==> config.mk <==
export PLATFORM = sky130hd
export DESIGN_NAME = icache_coherence
export DESIGN_NICKNAME = d
export VERILOG_FILES = /design/src/logic/coh_pkg.sv /design/src/logic/coh_event_decode.sv /design/src/logic/coh_state_table.sv /design/src/logic/coh_bus_issue.sv /design/src/logic/icache_coherence.sv
export VERILOG_INCLUDE_DIRS = /design/src /design/src/include
export SDC_FILE = /design/constraint.sdc
export NUM_CORES = 1
export LEC_CHECK = 0
export BUFFER_PORTS_ARGS = -buffer_cell sky130_fd_sc_hd__buf_2
export CORE_AREA = 2 2 483 485
export CTS_CLUSTER_SIZE = 8
export DETAILED_ROUTE_END_ITERATION = 10
export DIE_AREA = 0 0 485 487
export PLACE_DENSITY = 0.44
export SYNTH_ARGS = -nofsm -noshare
export SYNTH_HDL_FRONTEND = slang
export SYNTH_SLANG_ARGS = --single-unit
==> constraint.sdc <==
create_clock -name clk -period 8.5 [get_ports clk]
set_input_delay 1.7 -clock clk [delete_from_list [all_inputs] [get_ports clk]]
set_output_delay 1.7 -clock clk [all_outputs]
set_load 0.02 [all_outputs]
==> src/include/coh_defines.svh <==
`ifndef COH_DEFINES_SVH
`define COH_DEFINES_SVH

// Cache geometry
`define COH_WAYS 4
`define COH_SETS 16

// Address and data widths on both buses
`define COH_ADDR_W 32
`define COH_LINE_W 256

// Node numbering on the coherence buses
`define COH_NODE_W 2

// Memory answers as this node and the caches use the ids below it
`define COH_MEM_NODE 3

`endif

==> src/logic/coh_pkg.sv <==
`include "coh_defines.svh"

package coh_pkg;

  // Byte address as it travels on the CPU side and on both buses
  typedef logic [`COH_ADDR_W-1:0] addr_t;

  // One full cache line of data
  typedef logic [`COH_LINE_W-1:0] line_t;

  // Cache or memory node number
  typedef logic [`COH_NODE_W-1:0] node_id_t;

  // One bit per way as the tag arrays report hits and victims
  typedef logic [`COH_WAYS-1:0] way_vec_t;

  // Number of a single way
  typedef logic [$clog2(`COH_WAYS)-1:0] way_idx_t;

  // Set index taken from the low address bits
  typedef logic [$clog2(`COH_SETS)-1:0] set_idx_t;

  // Stable MESI states plus the transient states of the load path
  // and of the data supply after a snoop
  typedef enum logic [2:0] {
    LS_I,
    LS_ISAD,
    LS_ISD,
    LS_S,
    LS_E,
    LS_SRD,
    LS_IRD
  } line_state_t;

  // Request bus transaction kind
  typedef enum logic [1:0] {
    REQ_NONE,
    REQ_GETS,
    REQ_GETM
  } bus_req_t;

  // Response bus message kind with exclusive granting the line in E
  typedef enum logic {
    RESP_DATA,
    RESP_EXCLUSIVE
  } resp_kind_t;

endpackage

==> src/logic/coh_event_decode.sv <==
`timescale 1ns/1ps

module coh_event_decode #(
  parameter coh_pkg::node_id_t node_id = '0
) (
  input  logic                 clk,
  input  logic                 rst,
  input  logic                 req_msg_valid,
  input  coh_pkg::bus_req_t    req_msg_kind,
  input  coh_pkg::node_id_t    req_msg_source,
  input  coh_pkg::addr_t       req_msg_addr,
  input  logic                 resp_msg_valid,
  input  coh_pkg::resp_kind_t  resp_msg_kind,
  input  coh_pkg::node_id_t    resp_msg_source,
  input  coh_pkg::way_idx_t    resp_msg_way,
  input  coh_pkg::node_id_t    resp_msg_destination,
  input  coh_pkg::addr_t       resp_msg_addr,
  input  coh_pkg::line_t       resp_msg_data,
  input  coh_pkg::addr_t       dfp_addr,
  input  logic                 dfp_read,
  input  logic                 cache_read_request,
  input  coh_pkg::way_vec_t    cache_hit_vector,
  input  coh_pkg::way_vec_t    evict_candidate,
  input  coh_pkg::way_vec_t    bus_hit_vector,
  input  logic                 invalidate_req,
  input  coh_pkg::line_t       bus_rdata,
  output logic                 ev_req,
  output logic                 ev_resp,
  output logic                 ev_cpu,
  output logic                 ev_own,
  output coh_pkg::set_idx_t    ev_index,
  output coh_pkg::addr_t       ev_addr,
  output coh_pkg::bus_req_t    ev_req_kind,
  output coh_pkg::node_id_t    ev_source,
  output coh_pkg::resp_kind_t  ev_resp_kind,
  output coh_pkg::way_idx_t    ev_resp_way,
  output logic                 ev_to_me,
  output coh_pkg::line_t       ev_data,
  output coh_pkg::way_vec_t    ev_hit,
  output coh_pkg::way_vec_t    ev_victim,
  output coh_pkg::way_vec_t    ev_snoop_hit,
  output logic                 ev_load_miss,
  output logic                 ev_load_hit,
  output logic                 ev_inval,
  output coh_pkg::set_idx_t    ev_inval_index,
  output coh_pkg::way_vec_t    ev_inval_hit,
  output coh_pkg::line_t       ev_rdata
);
  import coh_pkg::*;

  logic     req_win;
  logic     resp_win;
  logic     cpu_win;
  set_idx_t cpu_index;

  // Request bus first, then response bus, then the CPU
  assign req_win  = req_msg_valid;
  assign resp_win = resp_msg_valid & ~req_msg_valid;
  assign cpu_win  = (cache_read_request | dfp_read) & ~req_msg_valid & ~resp_msg_valid;

  assign cpu_index = dfp_addr[$bits(set_idx_t)-1:0];

  always_ff @(posedge clk) begin
    if (rst) begin
      ev_req       <= 1'b0;
      ev_resp      <= 1'b0;
      ev_cpu       <= 1'b0;
      ev_load_miss <= 1'b0;
      ev_load_hit  <= 1'b0;
      ev_inval     <= 1'b0;
    end else begin
      ev_req       <= req_win;
      ev_resp      <= resp_win;
      ev_cpu       <= cpu_win;
      ev_load_miss <= cpu_win & dfp_read & (|evict_candidate);
      ev_load_hit  <= cpu_win & cache_read_request & (|cache_hit_vector);
      ev_inval     <= invalidate_req;
    end
  end

  always_ff @(posedge clk) begin
    // Own test follows whichever bus message won
    ev_own   <= req_win ? (req_msg_source == node_id) : (resp_msg_source == node_id);
    ev_to_me <= (resp_msg_destination == node_id);
    if (req_win) begin
      ev_index <= req_msg_addr[$bits(set_idx_t)-1:0];
      ev_addr  <= req_msg_addr;
    end else if (resp_win) begin
      ev_index <= resp_msg_addr[$bits(set_idx_t)-1:0];
      ev_addr  <= resp_msg_addr;
    end else begin
      ev_index <= cpu_index;
      ev_addr  <= dfp_addr;
    end
    ev_req_kind    <= req_msg_kind;
    ev_source      <= req_msg_source;
    ev_resp_kind   <= resp_msg_kind;
    ev_resp_way    <= resp_msg_way;
    ev_data        <= resp_msg_data;
    ev_hit         <= cache_hit_vector;
    ev_victim      <= evict_candidate;
    ev_snoop_hit   <= bus_hit_vector;
    // Back invalidation runs beside the winning event
    ev_inval_index <= cpu_index;
    ev_inval_hit   <= cache_hit_vector;
    ev_rdata       <= bus_rdata;
  end

endmodule

==> src/logic/coh_state_table.sv <==
`timescale 1ns/1ps

`include "coh_defines.svh"

module coh_state_table (
  input  logic                 clk,
  input  logic                 rst,
  input  logic                 ev_req,
  input  logic                 ev_resp,
  input  logic                 ev_cpu,
  input  logic                 ev_own,
  input  coh_pkg::set_idx_t    ev_index,
  input  coh_pkg::addr_t       ev_addr,
  input  coh_pkg::bus_req_t    ev_req_kind,
  input  coh_pkg::node_id_t    ev_source,
  input  coh_pkg::resp_kind_t  ev_resp_kind,
  input  coh_pkg::way_idx_t    ev_resp_way,
  input  logic                 ev_to_me,
  input  coh_pkg::line_t       ev_data,
  input  coh_pkg::way_vec_t    ev_hit,
  input  coh_pkg::way_vec_t    ev_victim,
  input  coh_pkg::way_vec_t    ev_snoop_hit,
  input  logic                 ev_load_miss,
  input  logic                 ev_load_hit,
  input  logic                 ev_inval,
  input  coh_pkg::set_idx_t    ev_inval_index,
  input  coh_pkg::way_vec_t    ev_inval_hit,
  input  coh_pkg::line_t       ev_rdata,
  output logic                 act_issue_gets,
  output logic                 act_own_gets_seen,
  output logic                 act_fill,
  output logic                 act_hit,
  output logic                 act_supply,
  output logic                 act_supply_to_mem,
  output logic                 act_supply_done,
  output logic                 act_inval_done,
  output coh_pkg::way_idx_t    act_way,
  output coh_pkg::addr_t       act_addr,
  output coh_pkg::node_id_t    act_dest,
  output coh_pkg::line_t       act_data
);
  import coh_pkg::*;

  line_state_t state_q [`COH_WAYS][`COH_SETS];
  line_state_t cur     [`COH_WAYS];
  line_state_t nxt     [`COH_WAYS];

  logic     issue_gets_d;
  logic     own_gets_seen_d;
  logic     fill_d;
  logic     hit_d;
  logic     supply_d;
  logic     supply_to_mem_d;
  logic     supply_done_d;
  logic     inval_done_d;
  way_idx_t way_d;

  always_comb begin
    issue_gets_d    = 1'b0;
    own_gets_seen_d = 1'b0;
    fill_d          = 1'b0;
    hit_d           = 1'b0;
    supply_d        = 1'b0;
    supply_to_mem_d = 1'b0;
    supply_done_d   = 1'b0;
    inval_done_d    = ev_inval & (|ev_inval_hit);
    way_d           = '0;
    for (int i = 0; i < `COH_WAYS; i++) begin
      cur[i] = state_q[i][ev_index];
      nxt[i] = cur[i];
      if (ev_req) begin
        case (cur[i])
          LS_ISAD: begin
            if (ev_req_kind == REQ_GETS && ev_own && ev_victim[i]) begin
              nxt[i]          = LS_ISD;
              own_gets_seen_d = 1'b1;
            end
          end
          LS_S: begin
            if (ev_req_kind == REQ_GETM && !ev_own && ev_snoop_hit[i]) begin
              nxt[i] = LS_I;
            end
          end
          LS_E: begin
            // Another cache wants the line and we hold the only copy
            if (!ev_own && ev_snoop_hit[i] && ev_req_kind != REQ_NONE) begin
              nxt[i]          = (ev_req_kind == REQ_GETS) ? LS_SRD : LS_IRD;
              supply_d        = 1'b1;
              supply_to_mem_d = (ev_req_kind == REQ_GETS);
              way_d           = way_idx_t'(i);
            end
          end
          default: begin
          end
        endcase
      end else if (ev_resp) begin
        case (cur[i])
          LS_ISD: begin
            if (ev_to_me && ev_victim[i]) begin
              nxt[i] = (ev_resp_kind == RESP_EXCLUSIVE) ? LS_E : LS_S;
              fill_d = 1'b1;
              way_d  = way_idx_t'(i);
            end
          end
          LS_SRD, LS_IRD: begin
            // Our own data went out on the response bus
            if (ev_own && ev_resp_way == way_idx_t'(i)) begin
              nxt[i]        = (cur[i] == LS_SRD) ? LS_S : LS_I;
              supply_done_d = 1'b1;
            end
          end
          default: begin
          end
        endcase
      end else if (ev_cpu) begin
        case (cur[i])
          LS_I: begin
            if (ev_load_miss && ev_victim[i]) begin
              nxt[i]       = LS_ISAD;
              issue_gets_d = 1'b1;
            end
          end
          LS_S, LS_E: begin
            if (ev_load_hit && ev_hit[i]) begin
              hit_d = 1'b1;
            end
          end
          default: begin
          end
        endcase
      end
    end
  end

  always_ff @(posedge clk) begin
    if (rst) begin
      for (int w = 0; w < `COH_WAYS; w++) begin
        for (int s = 0; s < `COH_SETS; s++) begin
          state_q[w][s] <= LS_I;
        end
      end
    end else begin
      for (int w = 0; w < `COH_WAYS; w++) begin
        if (ev_req || ev_resp || ev_cpu) begin
          state_q[w][ev_index] <= nxt[w];
        end
        // Back invalidation lands last and wins on the same line
        if (ev_inval && ev_inval_hit[w]) begin
          state_q[w][ev_inval_index] <= LS_I;
        end
      end
    end
  end

  always_ff @(posedge clk) begin
    if (rst) begin
      act_issue_gets    <= 1'b0;
      act_own_gets_seen <= 1'b0;
      act_fill          <= 1'b0;
      act_hit           <= 1'b0;
      act_supply        <= 1'b0;
      act_supply_to_mem <= 1'b0;
      act_supply_done   <= 1'b0;
      act_inval_done    <= 1'b0;
    end else begin
      act_issue_gets    <= issue_gets_d;
      act_own_gets_seen <= own_gets_seen_d;
      act_fill          <= fill_d;
      act_hit           <= hit_d;
      act_supply        <= supply_d;
      act_supply_to_mem <= supply_to_mem_d;
      act_supply_done   <= supply_done_d;
      act_inval_done    <= inval_done_d;
    end
  end

  always_ff @(posedge clk) begin
    act_way  <= way_d;
    act_addr <= ev_addr;
    act_dest <= ev_source;
    // Fill data comes from the response bus and supplied data from our array
    act_data <= ev_resp ? ev_data : ev_rdata;
  end

endmodule

==> src/logic/coh_bus_issue.sv <==
`timescale 1ns/1ps

module coh_bus_issue (
  input  logic                clk,
  input  logic                rst,
  input  logic                act_issue_gets,
  input  logic                act_own_gets_seen,
  input  logic                act_fill,
  input  logic                act_hit,
  input  logic                act_supply,
  input  logic                act_supply_to_mem,
  input  logic                act_supply_done,
  input  logic                act_inval_done,
  input  coh_pkg::way_idx_t   act_way,
  input  coh_pkg::addr_t      act_addr,
  input  coh_pkg::node_id_t   act_dest,
  input  coh_pkg::line_t      act_data,
  output logic                req_bus_req,
  output coh_pkg::bus_req_t   req_tx_kind,
  output coh_pkg::addr_t      req_tx_addr,
  output logic                req_bus_busy,
  output logic                resp_bus_req,
  output coh_pkg::way_idx_t   resp_tx_way,
  output coh_pkg::node_id_t   resp_tx_destination,
  output logic                resp_tx_memory_flag,
  output coh_pkg::addr_t      resp_tx_addr,
  output coh_pkg::line_t      resp_tx_data,
  output coh_pkg::line_t      dfp_rdata,
  output logic                dfp_resp,
  output logic                invalidate_resp
);
  import coh_pkg::*;

  // Two reasons to hold the bus busy
  logic busy_fill;
  logic busy_supply;

  always_ff @(posedge clk) begin
    if (rst) begin
      req_bus_req     <= 1'b0;
      req_tx_kind     <= REQ_NONE;
      resp_bus_req    <= 1'b0;
      busy_fill       <= 1'b0;
      busy_supply     <= 1'b0;
      dfp_resp        <= 1'b0;
      invalidate_resp <= 1'b0;
    end else begin
      // GetS request held until we see it on the request bus
      if (act_issue_gets) begin
        req_bus_req <= 1'b1;
        req_tx_kind <= REQ_GETS;
      end else if (act_own_gets_seen) begin
        req_bus_req <= 1'b0;
        req_tx_kind <= REQ_NONE;
      end

      // Waiting for the fill after our GetS went out
      if (act_own_gets_seen) begin
        busy_fill <= 1'b1;
      end else if (act_fill) begin
        busy_fill <= 1'b0;
      end

      // Data owed to another cache
      if (act_supply) begin
        busy_supply  <= 1'b1;
        resp_bus_req <= 1'b1;
      end else if (act_supply_done) begin
        busy_supply  <= 1'b0;
        resp_bus_req <= 1'b0;
      end

      dfp_resp        <= act_fill | act_hit;
      invalidate_resp <= act_inval_done;
    end
  end

  always_ff @(posedge clk) begin
    if (act_issue_gets) begin
      req_tx_addr <= act_addr;
    end
    if (act_supply) begin
      resp_tx_way         <= act_way;
      resp_tx_destination <= act_dest;
      resp_tx_memory_flag <= act_supply_to_mem;
      resp_tx_addr        <= act_addr;
      resp_tx_data        <= act_data;
    end
    if (act_fill) begin
      dfp_rdata <= act_data;
    end
  end

  assign req_bus_busy = busy_fill | busy_supply;

endmodule

==> src/logic/icache_coherence.sv <==
`timescale 1ns/1ps

module icache_coherence #(
  parameter coh_pkg::node_id_t node_id = '0
) (
  input  logic                 clk,
  input  logic                 rst,
  // CPU side
  input  coh_pkg::addr_t       dfp_addr,
  input  logic                 dfp_read,
  input  logic                 cache_read_request,
  output coh_pkg::line_t       dfp_rdata,
  output logic                 dfp_resp,
  // Tag array lookups
  input  coh_pkg::way_vec_t    cache_hit_vector,
  input  coh_pkg::way_vec_t    evict_candidate,
  input  coh_pkg::way_vec_t    bus_hit_vector,
  input  coh_pkg::line_t       bus_rdata,
  // Request bus
  input  logic                 req_msg_valid,
  input  coh_pkg::bus_req_t    req_msg_kind,
  input  coh_pkg::node_id_t    req_msg_source,
  input  coh_pkg::addr_t       req_msg_addr,
  output logic                 req_bus_req,
  output coh_pkg::bus_req_t    req_tx_kind,
  output coh_pkg::addr_t       req_tx_addr,
  output logic                 req_bus_busy,
  // Response bus
  input  logic                 resp_msg_valid,
  input  coh_pkg::resp_kind_t  resp_msg_kind,
  input  coh_pkg::node_id_t    resp_msg_source,
  input  coh_pkg::way_idx_t    resp_msg_way,
  input  coh_pkg::node_id_t    resp_msg_destination,
  input  coh_pkg::addr_t       resp_msg_addr,
  input  coh_pkg::line_t       resp_msg_data,
  output logic                 resp_bus_req,
  output coh_pkg::way_idx_t    resp_tx_way,
  output coh_pkg::node_id_t    resp_tx_destination,
  output logic                 resp_tx_memory_flag,
  output coh_pkg::addr_t       resp_tx_addr,
  output coh_pkg::line_t       resp_tx_data,
  // Inclusive policy
  input  logic                 invalidate_req,
  output logic                 invalidate_resp
);
  import coh_pkg::*;

  // Stage 1 to stage 2
  logic        ev_req, ev_resp, ev_cpu, ev_own, ev_to_me;
  logic        ev_load_miss, ev_load_hit, ev_inval;
  set_idx_t    ev_index, ev_inval_index;
  addr_t       ev_addr;
  bus_req_t    ev_req_kind;
  node_id_t    ev_source;
  resp_kind_t  ev_resp_kind;
  way_idx_t    ev_resp_way;
  line_t       ev_data, ev_rdata;
  way_vec_t    ev_hit, ev_victim, ev_snoop_hit, ev_inval_hit;

  // Stage 2 to stage 3
  logic        act_issue_gets, act_own_gets_seen, act_fill, act_hit;
  logic        act_supply, act_supply_to_mem, act_supply_done, act_inval_done;
  way_idx_t    act_way;
  addr_t       act_addr;
  node_id_t    act_dest;
  line_t       act_data;

  coh_event_decode #(.node_id(node_id)) u_decode (.*);

  coh_state_table u_state (.*);

  coh_bus_issue u_issue (.*);

endmodule

==> results of run 1 <==
-- cell usage in the layout, fill, tap and decap left out, types with 7 or more instances in the layout --
| master | count |
|---|---|
| sky130_fd_sc_hd__nand4_1 | 9 |
| sky130_fd_sc_hd__nor3_1 | 31 |
| sky130_fd_sc_hd__and2_1 | 8 |
| sky130_fd_sc_hd__nand2b_1 | 8 |
| sky130_fd_sc_hd__clkbuf_1 | 173 |
| sky130_fd_sc_hd__nand3_1 | 19 |
| sky130_fd_sc_hd__mux2i_1 | 56 |
| sky130_fd_sc_hd__a21oi_1 | 33 |
| sky130_fd_sc_hd__clkinv_16 | 14 |
| sky130_fd_sc_hd__mux4_2 | 43 |
| sky130_fd_sc_hd__nor2_1 | 189 |
| sky130_fd_sc_hd__o22ai_1 | 17 |
| sky130_fd_sc_hd__edfxtp_1 | 725 |
| sky130_fd_sc_hd__or3_1 | 7 |
| sky130_fd_sc_hd__mux2_2 | 257 |
| sky130_fd_sc_hd__nand2_1 | 113 |
| sky130_fd_sc_hd__diode_2 | 23 |
| sky130_fd_sc_hd__dfxtp_1 | 921 |
| sky130_fd_sc_hd__nor2b_1 | 22 |
| sky130_fd_sc_hd__inv_1 | 15 |
| sky130_fd_sc_hd__buf_2 | 1224 |
| sky130_fd_sc_hd__a22oi_1 | 18 |
| sky130_fd_sc_hd__and3_1 | 8 |
| sky130_fd_sc_hd__buf_4 | 31 |
| sky130_fd_sc_hd__o21ai_0 | 172 |
| sky130_fd_sc_hd__clkbuf_16 | 229 |
| sky130_fd_sc_hd__a31oi_1 | 33 |
-- logic make-up (layout without fill, tap and decap cells) --
| kind of cell | after synthesis | in the layout | share of synthesized area, % |
|---|---|---|---|
| flops | 1653 | 1653 | 81.9 |
| simple gates | 442 | 442 | 4.06 |
| mux | 356 | 356 | 8.97 |
| compound gates | 318 | 318 | 3.84 |
| buf+inv | 130 | 1697 | 1.21 |
| xor+xnor | 3 | 3 | 0.0533 |
| other cells | 1 | 24 | 0.00761 |
-- synth_stat cells (17+ instances only) --
| cell | number | area [sq um] |
|---|---|---|
| sky130_fd_sc_hd__dfxtp_1 | 928 | 18600 |
| sky130_fd_sc_hd__edfxtp_1 | 725 | 21800 |
| sky130_fd_sc_hd__mux2_2 | 257 | 2890 |
| sky130_fd_sc_hd__nor2_1 | 189 | 709 |
| sky130_fd_sc_hd__o21ai_0 | 172 | 861 |
| sky130_fd_sc_hd__nand2_1 | 113 | 424 |
| sky130_fd_sc_hd__clkbuf_1 | 71 | 267 |
| sky130_fd_sc_hd__mux2i_1 | 56 | 561 |
| sky130_fd_sc_hd__mux4_2 | 43 | 968 |
| sky130_fd_sc_hd__a21oi_1 | 36 | 180 |
| sky130_fd_sc_hd__a31oi_1 | 33 | 206 |
| sky130_fd_sc_hd__nor3_1 | 31 | 155 |
| sky130_fd_sc_hd__nor2b_1 | 22 | 138 |
| sky130_fd_sc_hd__nand3_1 | 19 | 95.1 |
| sky130_fd_sc_hd__a22oi_1 | 18 | 135 |
| sky130_fd_sc_hd__o22ai_1 | 17 | 106 |
-- flip-flops by register name, summed over array words and instances (netlist names), 3 cells and up --
signal and cells:
u_decode.ev_addr 29, u_decode.ev_data 256, u_decode.ev_hit 4, u_decode.ev_index 3, u_decode.ev_inval_index 4, u_decode.ev_rdata 256, u_decode.ev_snoop_hit 4, u_decode.ev_victim 4
u_issue.dfp_rdata 256, u_issue.req_tx_addr 32, u_issue.resp_tx_addr 32, u_issue.resp_tx_data 256, u_state.act_addr 32, u_state.act_data 256, u_state.state_q 192
-- routing by layer --
| metal | GRT usage (%) | up-vias | share of wire, % |
|---|---|---|---|
| met1 | 20.1 | 15200 | 39 |
| met4 | 5.40 | 30 | 3.1 |
| met2 | 28.3 | 1539 | 48 |
| met3 | 6.81 | 339 | 10 |
| met5 | 0 | - | 0.088 |
| li1 | - | 13400 | - |
-- critical path: stages (launching register included) --
cell	delay, ps
sky130_fd_sc_hd__dfxtp_2	540
sky130_fd_sc_hd__buf_4	530
sky130_fd_sc_hd__mux4_2	350
sky130_fd_sc_hd__mux2i_1	70
sky130_fd_sc_hd__mux2i_1	780
sky130_fd_sc_hd__mux2_2	420
sky130_fd_sc_hd__a311o_1	360
sky130_fd_sc_hd__nor3_2	610
sky130_fd_sc_hd__buf_6	250
sky130_fd_sc_hd__nor2_1	60
-- final timing paths --
path	startpoint	endpoint	depth (start not counted)
hold / removal	u_decode.ev_addr[7]	u_state.act_addr[7]	0
hold reg to reg	u_decode.ev_addr[7]	u_state.act_addr[7]	0
setup reg to reg	u_decode.ev_index[0]	u_state.state_q[3][39]	9
setup / recovery	u_decode.ev_index[0]	u_state.state_q[3][39]	9
-- final cells by class --
type / instances / area share [%]
Multi-Input combinational cell: 1120 / 12.7
Inverter: 17 / 0.0967
Timing Repair Buffer: 1258 / 9.72
Clock buffer: 403 / 9.69
Sequential cell: 1653 / 61.2
Tap cell: 3043 / 5.77
Antenna cell: 23 / 0.0872
Clock inverter: 19 / 0.751
-- power by group through the flow --
stage | combinational, uW | sequential, uW | clock [uW]
6_report | 884 | 8890 | 8650
5_1_grt | 945 | 8920 | 9220
4_1_cts | 888 | 8900 | 8880
3_5_place_dp | 882 | 9050 | 0
3_3_place_gp | 878 | 9050 | 0
2_1_floorplan | 434 | 8970 | 0
-- through the flow --
stage | cell area (sq um) | hold WS, ps | std cells | setup WS, ps
final | 66000 | 277 | 7536 | 4150
after CTS | 65900 | 266 | 7512 | 3820
after floorplan | 49300 | 310 | 2903 | 1100
after global placement | 59000 | 311 | 7090 | 4030
after detailed placement | 59000 | 312 | 7090 | 3960
after global routing | 65900 | 279 | 7518 | 3870
==> out/qor.yml, run 1 <==
run_status: "finished clean"
timing.final.crit_period_ps: 4350
leakagePower_uw: 0.0255
die-area_sq_um: 236000
final-max-slew-violation-count: 0
number_of_nets_in_the_layout: 4916
initial_core_util_pct: 21.3
syn_inst_count: 2903
internal-power_uw: 14100
power.switching_uw: 4300
die_outline_height_um: 487
setup_slack_reg_to_reg_ps: 4150
wl_mm: 210
power.share.combinational_pct: 4.8
post_cts.resized_instances: 0
maxCapViolations: 0
post_synth_num_cell_types: 69
clk_pin_slew_ps: 50
fin_skew_ps: 114
ys_async_sr_fraction_pct: 0
syn_area_per_cell_sq_um: 17.0
initialDrtViolationCount: 2341
largest_net_degree_at_the_start_of_global_routing: 121
cp_data_required_time_ps: 9030
crit_path_start_kind: "flop"
worstPathMaxFanout: 36
rows: 177
clkLatencyLatePin_ps: 890
ys_seq_elements: 1653
place_hpwl_mm: 162
grt_pass1_vias: 30300
critical_path.endpoint_type: "flop"
final-seq-area_sq_um: 40400
clock_path_buffers: 3
floorplan.die.width_um: 485
area_growth_syn_to_layout_pct: 33.9
max-vdd-ir-drop_mv: 0.169
clockRootBuffer: "sky130_fd_sc_hd__clkbuf_16"
yosysSeqAreaShare_pct: 81.9
drtAntennaViolNets: 0
transition_time_at_the_pin_with_the_least_slew_margin_ps: 1290
gr-total-overflow: 0
hold_viol: 0
critPathArrivalTime_ps: 4880
final_core_utilization_pct: 28.5
fin_crit_sh_pct: 51.2
fin_total_pwr_uw: 18400
first_pass_grt_wire_length_mm: 272
antenna_found_initial: 103
timing.setup.critical_path_class: "flop to flop"
worst_slew_margin_rel_pct: 13.9
power.switching_fraction_pct: 23.4
placement.io_buffers: 1224
post-route-drc-count: 0
fillCellCount: 23600
clock_power_share_pct: 46.9
multi_input_area_sq_um: 8380
final-setup-viol-count: 0
synthesis.area_sq_um: 49300
tritoncts: "done"
finalSetupTns_ps: 0
routed-via-count: 30500
top_achievable_clock_speed_ghz: 0.230
syn_nets: 3541
grt_setup_unrepaired: "no"
synth_enable_flop_cells: 725
drive_above_1_share_pct: 41.0
core_region_area_sq_um: 231000
cts_inserted_buffers: 228
postCtsSetupBuffers: 0
hold_buffers_post_cts: 0
h-tree-depth: 4
gp_routability_congestion: 0.886
dominantRegCellSynth: "sky130_fd_sc_hd__dfxtp_1"
dr.pass1.iters: 6
routed_wire_length_per_instance_um: 27.8
cts_sinks: 1653
power.density_nw_per_um2: 279
ios: 1226
overall_track_demand_over_capacity_in_global_routing_pct: 17.1
min_path_type: "flop to flop"
vias_per_cell: 4.05
ys_warn_count: 0
share_seq_of_total_power_pct: 48.3
No activity file was read; power rests on OpenSTA's default activity.
==> run 2, diff against run 1 <==
Settings changed: ABC_AREA set to 1, CORE_AREA 2 2 483 485 to 2 2 474 476, DIE_AREA 0 0 485 487 to 0 0 476 478, PLACE_DENSITY 0.44 to 0.45.
Clock period 8.5 ns to 4.2 ns, I/O delays scaled along.
==> run 2 against run 1 <==
Largest cell class unchanged. Flip-flop and latch count did not move. Highest routed layer unchanged. Non-clock buffer count grew 238. Synthesized cell count grew 36%. Worst setup slack worse by 3700 ps. Worst hold slack worse by 200 ps. Global-route usage grew 1.5 points. Total power increased by 100%. Critical path type unchanged.
==> out/qor.yml, run 2 <==
run_status: "finished clean"
power.share.combinational_pct: 5.4
fin_cells: 8763
dominantRegCellSynth: "sky130_fd_sc_hd__dfxtp_1"
ys_top_cells_by_count: "1300 x sky130_fd_sc_hd__nand2_1, 928 x sky130_fd_sc_hd__dfxtp_1, 725 x sky130_fd_sc_hd__edfxtp_1, 185 x sky130_fd_sc_hd__nor2_1, 143 x sky130_fd_sc_hd__inv_1"
overall_track_demand_over_capacity_in_global_routing_pct: 18.5
critical_path.endpoint_type: "flop"
final.setup.worst_slack_ps: 443
fin_crit_sh_pct: 89.5
post-place-cells: 8072
core_region_area_sq_um: 223000
cts_inserted_buffers: 229
postCtsSetupBuffers: 0
synthesis.area_sq_um: 50400
netlist.area_leader.share_pct: 43.2
die_outline_height_um: 478
dr.pass1.iters: 5
top_achievable_clock_speed_ghz: 0.266
number_of_nets_in_the_layout: 6180
critPathArrivalTime_ps: 4510
dpl_cell_area_sq_um: 60100
ys_seq_elements: 1653
ff2ff_path_depth: 16
final-max-slew-violation-count: 0
synth_enable_flop_cells: 725
ys_warn_count: 0
transition_time_at_the_pin_with_the_least_slew_margin_ps: 1210
clock_power_share_pct: 46.9
max-vdd-ir-drop_mv: 0.445
synth_most_common_cell: "sky130_fd_sc_hd__nand2_1"
gp_routability_congestion: 0.887
multi_input_area_sq_um: 8750
syn_nets: 4584
power.density_nw_per_um2: 543
synthXorXnorAreaFrac_pct: 0
synth_fa_ha_area_share_pct: 0
mostFrequentLayoutCell: "sky130_fd_sc_hd__nand2_1"
min_path_type: "input port to flop"
most-common-layout-cells: "1300 x sky130_fd_sc_hd__nand2_1, 1224 x sky130_fd_sc_hd__buf_2, 924 x sky130_fd_sc_hd__dfxtp_1"
synth_compound_gate_area_share_pct: 3.52
initial_core_util_pct: 22.6
place_hpwl_mm: 167
use_met1_pct: 22.2
routed-via-count: 35400
internal-power_uw: 28700
dominant_combinational_cell_family_by_area_after_synthesis: "simple AND/OR/NAND/NOR gates"
globalRouteMet2Util_pct: 30.6
post_cts.resized_instances: 0
die-area_sq_um: 228000
finalSetupTns_ps: 0
floorplan.die.width_um: 476
top_usage_layer: "met2"
grt_pass1_vias: 35100
post-route-drc-count: 0
first_pass_grt_wire_length_mm: 290
drtAntennaViolNets: 0
maxCapViolations: 0
share_seq_of_total_power_pct: 47.7
clock_path_buffers: 3
power.switching_uw: 8940
area_growth_syn_to_layout_pct: 37.7
grt_setup_unrepaired: "no"
synth_simple_gate_area_share_pct: 13.8
final-seq-area_sq_um: 40400
muxShareOfSynthArea_pct: 0
largest_net_degree_at_the_start_of_global_routing: 126
wl_mm: 219
ys_async_sr_fraction_pct: 0
fillCellCount: 22900
initialDrtViolationCount: 2618
gr-total-overflow: 0
timing.setup.critical_path_class: "flop to flop"
drive_above_1_share_pct: 28.8
cp_data_required_time_ps: 4960
final-setup-viol-count: 0
post_synth_num_cell_types: 43
clkLatencyLatePin_ps: 890
final_cell_area_sq_um: 69400
timing.final.crit_period_ps: 3760
clk_pin_slew_ps: 50
antenna_found_initial: 90
syn_inst_count: 3946
hold_viol: 0
cts_sinks: 1653
worst_setup_slack_after_placement_ps: 521
final_core_utilization_pct: 31.1
routed_wire_length_per_instance_um: 25.0
h-tree-depth: 4
rows: 174
worstPathMaxFanout: 27
fin_skew_ps: 111
worst_slew_margin_rel_pct: 19.5
setup_slack_reg_to_reg_ps: 440
ios: 1226
min_path_cells: 1
tritoncts: "done"
leakagePower_uw: 0.0292
placement.io_buffers: 1224
syn_area_per_cell_sq_um: 12.8
yosysSeqAreaShare_pct: 80.0
power.switching_fraction_pct: 23.7
clockRootBuffer: "sky130_fd_sc_hd__clkbuf_16"
crit_path_start_kind: "flop"
yosys-top-cells-area: "sky130_fd_sc_hd__edfxtp_1 43%, sky130_fd_sc_hd__dfxtp_1 37%, sky130_fd_sc_hd__nand2_1 9.7%"
vias_per_cell: 4.04
global_route_met3_utilization_pct: 5.31
synth.largest_area_cell: "sky130_fd_sc_hd__edfxtp_1"
run 2: cell count changes in the layout (fill, tap and decap cells not counted), moves of 31 or more:
cell	before	now
sky130_fd_sc_hd__mux2i_1	56	0
sky130_fd_sc_hd__a22oi_1	18	70
sky130_fd_sc_hd__o21ai_0	172	43
sky130_fd_sc_hd__dlygate4sd3_1	0	231
sky130_fd_sc_hd__mux4_2	43	0
sky130_fd_sc_hd__inv_1	15	142
sky130_fd_sc_hd__nand3_1	19	112
sky130_fd_sc_hd__nand2_1	113	1300
sky130_fd_sc_hd__mux2_2	257	0
sky130_fd_sc_hd__a21oi_1	33	127
sky130_fd_sc_hd__nor2_2	1	32
run 2: final cells by class:
| type | instances | share of cell area (%) |
|---|---|---|
| timing repair buffer | 1496 | 12.8 |
| tap | 2992 | 5.39 |
| clock inverter | 17 | 0.595 |
| inverter | 167 | 0.928 |
| sequential | 1653 | 58.2 |
| clock buffer | 413 | 9.43 |
| antenna | 30 | 0.108 |
| multi-input combinational | 1995 | 12.6 |
run 2: power groups by stage:
| stage | registers, uW | logic (uW) | clock network (uW) |
|---|---|---|---|
| global placement | 18300 | 1830 | 0 |
| global route | 18000 | 2200 | 18800 |
| finish | 18000 | 2020 | 17700 |
| CTS | 18000 | 2040 | 18100 |
| detailed placement | 18300 | 1830 | 0 |
| floorplan | 18100 | 926 | 0 |
run 2: worst max-delay path, stage by stage, from the launching register on:
cell	delay, ps
sky130_fd_sc_hd__dfxtp_1	760
sky130_fd_sc_hd__nor2_4	60
sky130_fd_sc_hd__buf_4	260
sky130_fd_sc_hd__buf_4	260
sky130_fd_sc_hd__a22oi_1	210
sky130_fd_sc_hd__nand2_1	100
sky130_fd_sc_hd__nand2_1	130
sky130_fd_sc_hd__nand2_1	90
sky130_fd_sc_hd__nor2_2	220
sky130_fd_sc_hd__nand2_1	150
sky130_fd_sc_hd__nor2_2	230
sky130_fd_sc_hd__nand2_1	100
sky130_fd_sc_hd__or2_2	320
sky130_fd_sc_hd__nand2_1	70
sky130_fd_sc_hd__nor2_1	40
sky130_fd_sc_hd__nor3_1	400
sky130_fd_sc_hd__buf_4	220
run 2: worst paths after layout:
path | startpoint | to
max | u_decode.ev_index[1] | u_state.act_supply_to_mem
min | resp_msg_data[210] | u_decode.ev_data[210]
max reg2reg | u_decode.ev_index[1] | u_state.act_supply_to_mem
min reg2reg | u_decode.ev_addr[29] | u_state.act_addr[29]
run 2: timing repair:
action,in CTS,in global routing
hold endpoints to repair,231,0
endpoints found under the setup margin,0,0
hold buffers,231,0
run 2: metal layers:
metal  up-vias  share of wire [%]  routed length [um]
met4        22                4.5                9920
met2      1460                 47              104000
met5         -              0.063                 138
li1      16400                  -                   -
met3       363                8.1               17800
met1     17200                 40               87300
run 2: kinds of logic (layout without fill, tap and decap cells):
kind of cell	count (synthesis)	after routing
AND/OR/NAND/NOR	1705	1705
buffers and inverters	298	2093
flip-flops	1653	1653
other	1	31
AO/OA/AOI/OAI	289	289
run 2: stage by stage:
step / total power, uW / hold slack [ps]
2_1_floorplan: 19100 / 310
3_3_place_gp: 20100 / 310
3_5_place_dp: 20100 / 312
4_1_cts: 38100 / 0.243
5_1_grt: 39000 / 11.7
6_report: 37700 / 75.8
==> run 3, diff against run 2 <==
Settings changed: BUFFER_PORTS_ARGS -buffer_cell sky130_fd_sc_hd__buf_2 to not set, CORE_AREA 2 2 474 476 to 2 2 471 473, DIE_AREA 0 0 476 478 to 0 0 473 475, DONT_BUFFER_PORTS set to 1, PLACE_DENSITY 0.45 to 0.42.
Clock period 4.2 ns to 3.45 ns, I/O delays scaled along.
==> run 3 against run 2 <==
Flip-flop and latch count did not move. Maximum frequency rose by 20%. Critical path depth fell by 3. Global-route usage fell by 0.42 points. Die area fell by 1.3%. Wire length fell by 3.4%. First-iteration DRC count rose by 2.3%. Total power rose by 22%. Via count fell by 7.9%. Non-clock buffer count fell by 794. Largest cell class unchanged.
==> out/qor.yml, run 3 (synthesis gave the netlist of run 2 again) <==
place_hpwl_mm: 158
fillCellCount: 22000
leakagePower_uw: 0.0263
initial_core_util_pct: 23.0
power.density_nw_per_um2: 679
critical_path.endpoint_type: "flop"
largest_net_degree_at_the_start_of_global_routing: 142
power.switching_uw: 10800
vias_per_cell: 4.16
clkLatencyLatePin_ps: 890
cts_sinks: 1653
max-vdd-ir-drop_mv: 0.460
grt_setup_unrepaired: "no"
fin_total_pwr_uw: 45800
tritoncts: "done"
area_growth_syn_to_layout_pct: 33.9
post-route-drc-count: 0
min_path_type: "input port to flop"
worst_path_max_delay_cell: "sky130_fd_sc_hd__dfxtp_1"
die-area_sq_um: 225000
initialDrtViolationCount: 2679
critical_path.cell_chain: "inv_4, nor2_4, buf_4, a22oi_1, nand2_1, nand2_1, nand4_1, nand2_2, nor2_4, o21ai_1, nand3_1, nand2_2, a21oi_1"
share_seq_of_total_power_pct: 48.0
fin_skew_ps: 99.4
hold_viol: 0
routed_wire_length_per_instance_um: 27.0
clock_power_share_pct: 46.7
worstPathMaxFanout: 16
h-tree-depth: 4
final_cell_area_sq_um: 67500
rows: 172
finalSetupTns_ps: 0
drtAntennaViolNets: 0
hold_end: "u_decode.ev_to_me"
timing.setup.critical_path_class: "flop to flop"
core_region_area_sq_um: 219000
fin_crit_sh_pct: 90.6
multi_input_area_sq_um: 8750
internal-power_uw: 35000
maxCapViolations: 0
gp_routability_congestion: 0.922
number_of_nets_in_the_layout: 5385
worst_slew_margin_rel_pct: 24.7
min_path_cells: 1
postCtsSetupBuffers: 0
floorplan.die.width_um: 473
launch_instance_of_the_worst_min_delay_path: "resp_msg_destination[0]"
fin_cells: 7839
timing.final.crit_period_ps: 3130
drive_above_1_share_pct: 9.89
final-setup-viol-count: 0
ios: 1226
overall_track_demand_over_capacity_in_global_routing_pct: 18.1
gr-total-overflow: 0
cp_data_required_time_ps: 4090
final-seq-area_sq_um: 40400
critPathArrivalTime_ps: 3760
regToRegStartpoint: "u_decode.ev_index[0]"
ff2ff_path_depth: 13
antenna_found_initial: 49
final-max-slew-violation-count: 0
run_status: "finished clean"
clk_pin_slew_ps: 50
wl_mm: 212
slowest_delay_ps: 680
first_pass_grt_wire_length_mm: 279
clock_path_buffers: 3
dpl_cell_area_sq_um: 54400
placement.io_buffers: 0
dr.pass1.iters: 8
most-common-layout-cells: "1300 x sky130_fd_sc_hd__nand2_1, 924 x sky130_fd_sc_hd__dfxtp_1, 725 x sky130_fd_sc_hd__edfxtp_1"
post-place-cells: 6781
routed-via-count: 32600
cts_inserted_buffers: 228
clockRootBuffer: "sky130_fd_sc_hd__clkbuf_16"
mostFrequentLayoutCell: "sky130_fd_sc_hd__nand2_1"
transition_time_at_the_pin_with_the_least_slew_margin_ps: 1130
top_achievable_clock_speed_ghz: 0.320
power.switching_fraction_pct: 23.7
grt_pass1_vias: 32900
crit_path_start_kind: "flop"
setup_slack_reg_to_reg_ps: 320
power.share.combinational_pct: 5.3
die_outline_height_um: 475
r2r_end: "u_state.state_q[0][7]"
run 3: cell types whose count changed in the layout (fill, tap and decap cells not counted), sizes merged, moves of 3 or more:
cell         delta
dlygate4sd3   +374
buf          -1168
diode           -7
clkbuf          -6
clkinv          +3
run 3: worst max-delay path by stage:
stage                                    to  depth (start not counted)                  from
floorplan           u_issue.resp_tx_addr[0]                          0    u_state.act_supply
global placement     u_state.state_q[1][20]                         13                   rst
detailed placement   u_state.state_q[1][20]                         13                   rst
CTS                  u_state.state_q[0][37]                         13  u_decode.ev_index[0]
global route          u_state.state_q[0][7]                         13  u_decode.ev_index[0]
finish                u_state.state_q[0][7]                         13  u_decode.ev_index[0]
run 3: area by class of cell:
class	instances	area share, %
clock inverters	21	0.682
diodes	23	0.0853
clock buffers	407	9.56
flip-flops and latches	1653	59.8
well taps	2871	5.32
repair buffers	702	10.6
multi-input cells	1995	13.0
inverters	167	0.955
run 3: critical path: cells and delay by family, from the launching register on:
kind | cells | cell delay (ps)
compound gates | 3 | 450
simple gates | 8 | 1330
buf+inv | 2 | 430
flops | 1 | 680
run 3: what timing repair did:
item | CTS | global route
hold buffers | 607 | 0
endpoints found under the hold margin | 623 | 0
gates resized for setup | 0 | 0
run 3: routing by layer:
metal	wire length [um]	up-vias	global-route usage, %
li1	-	14800	-
met1	84500	15900	21.8
met2	101000	1539	30.0
met3	18300	356	6.03
met4	7720	20	6.56
met5	118	-	0
run 3: stage by stage:
step	worst slack (ps)	hold WS [ps]	util, %
finish	323	85.6	30.8
global route	22.9	26.7	30.8
CTS	368	24.8	30.8
detailed placement	291	312	24.8
global placement	318	310	24.8
floorplan	757	310	-
run 3: power by group through the flow:
stage               combinational, uW  clock, uW  sequential [uW]
floorplan                        1130          0            22100
global placement                 1740          0            22400
detailed placement               1740          0            22400
CTS                              2450      21900            22000
global route                     2640      22700            22100
finish                           2430      21400            22000
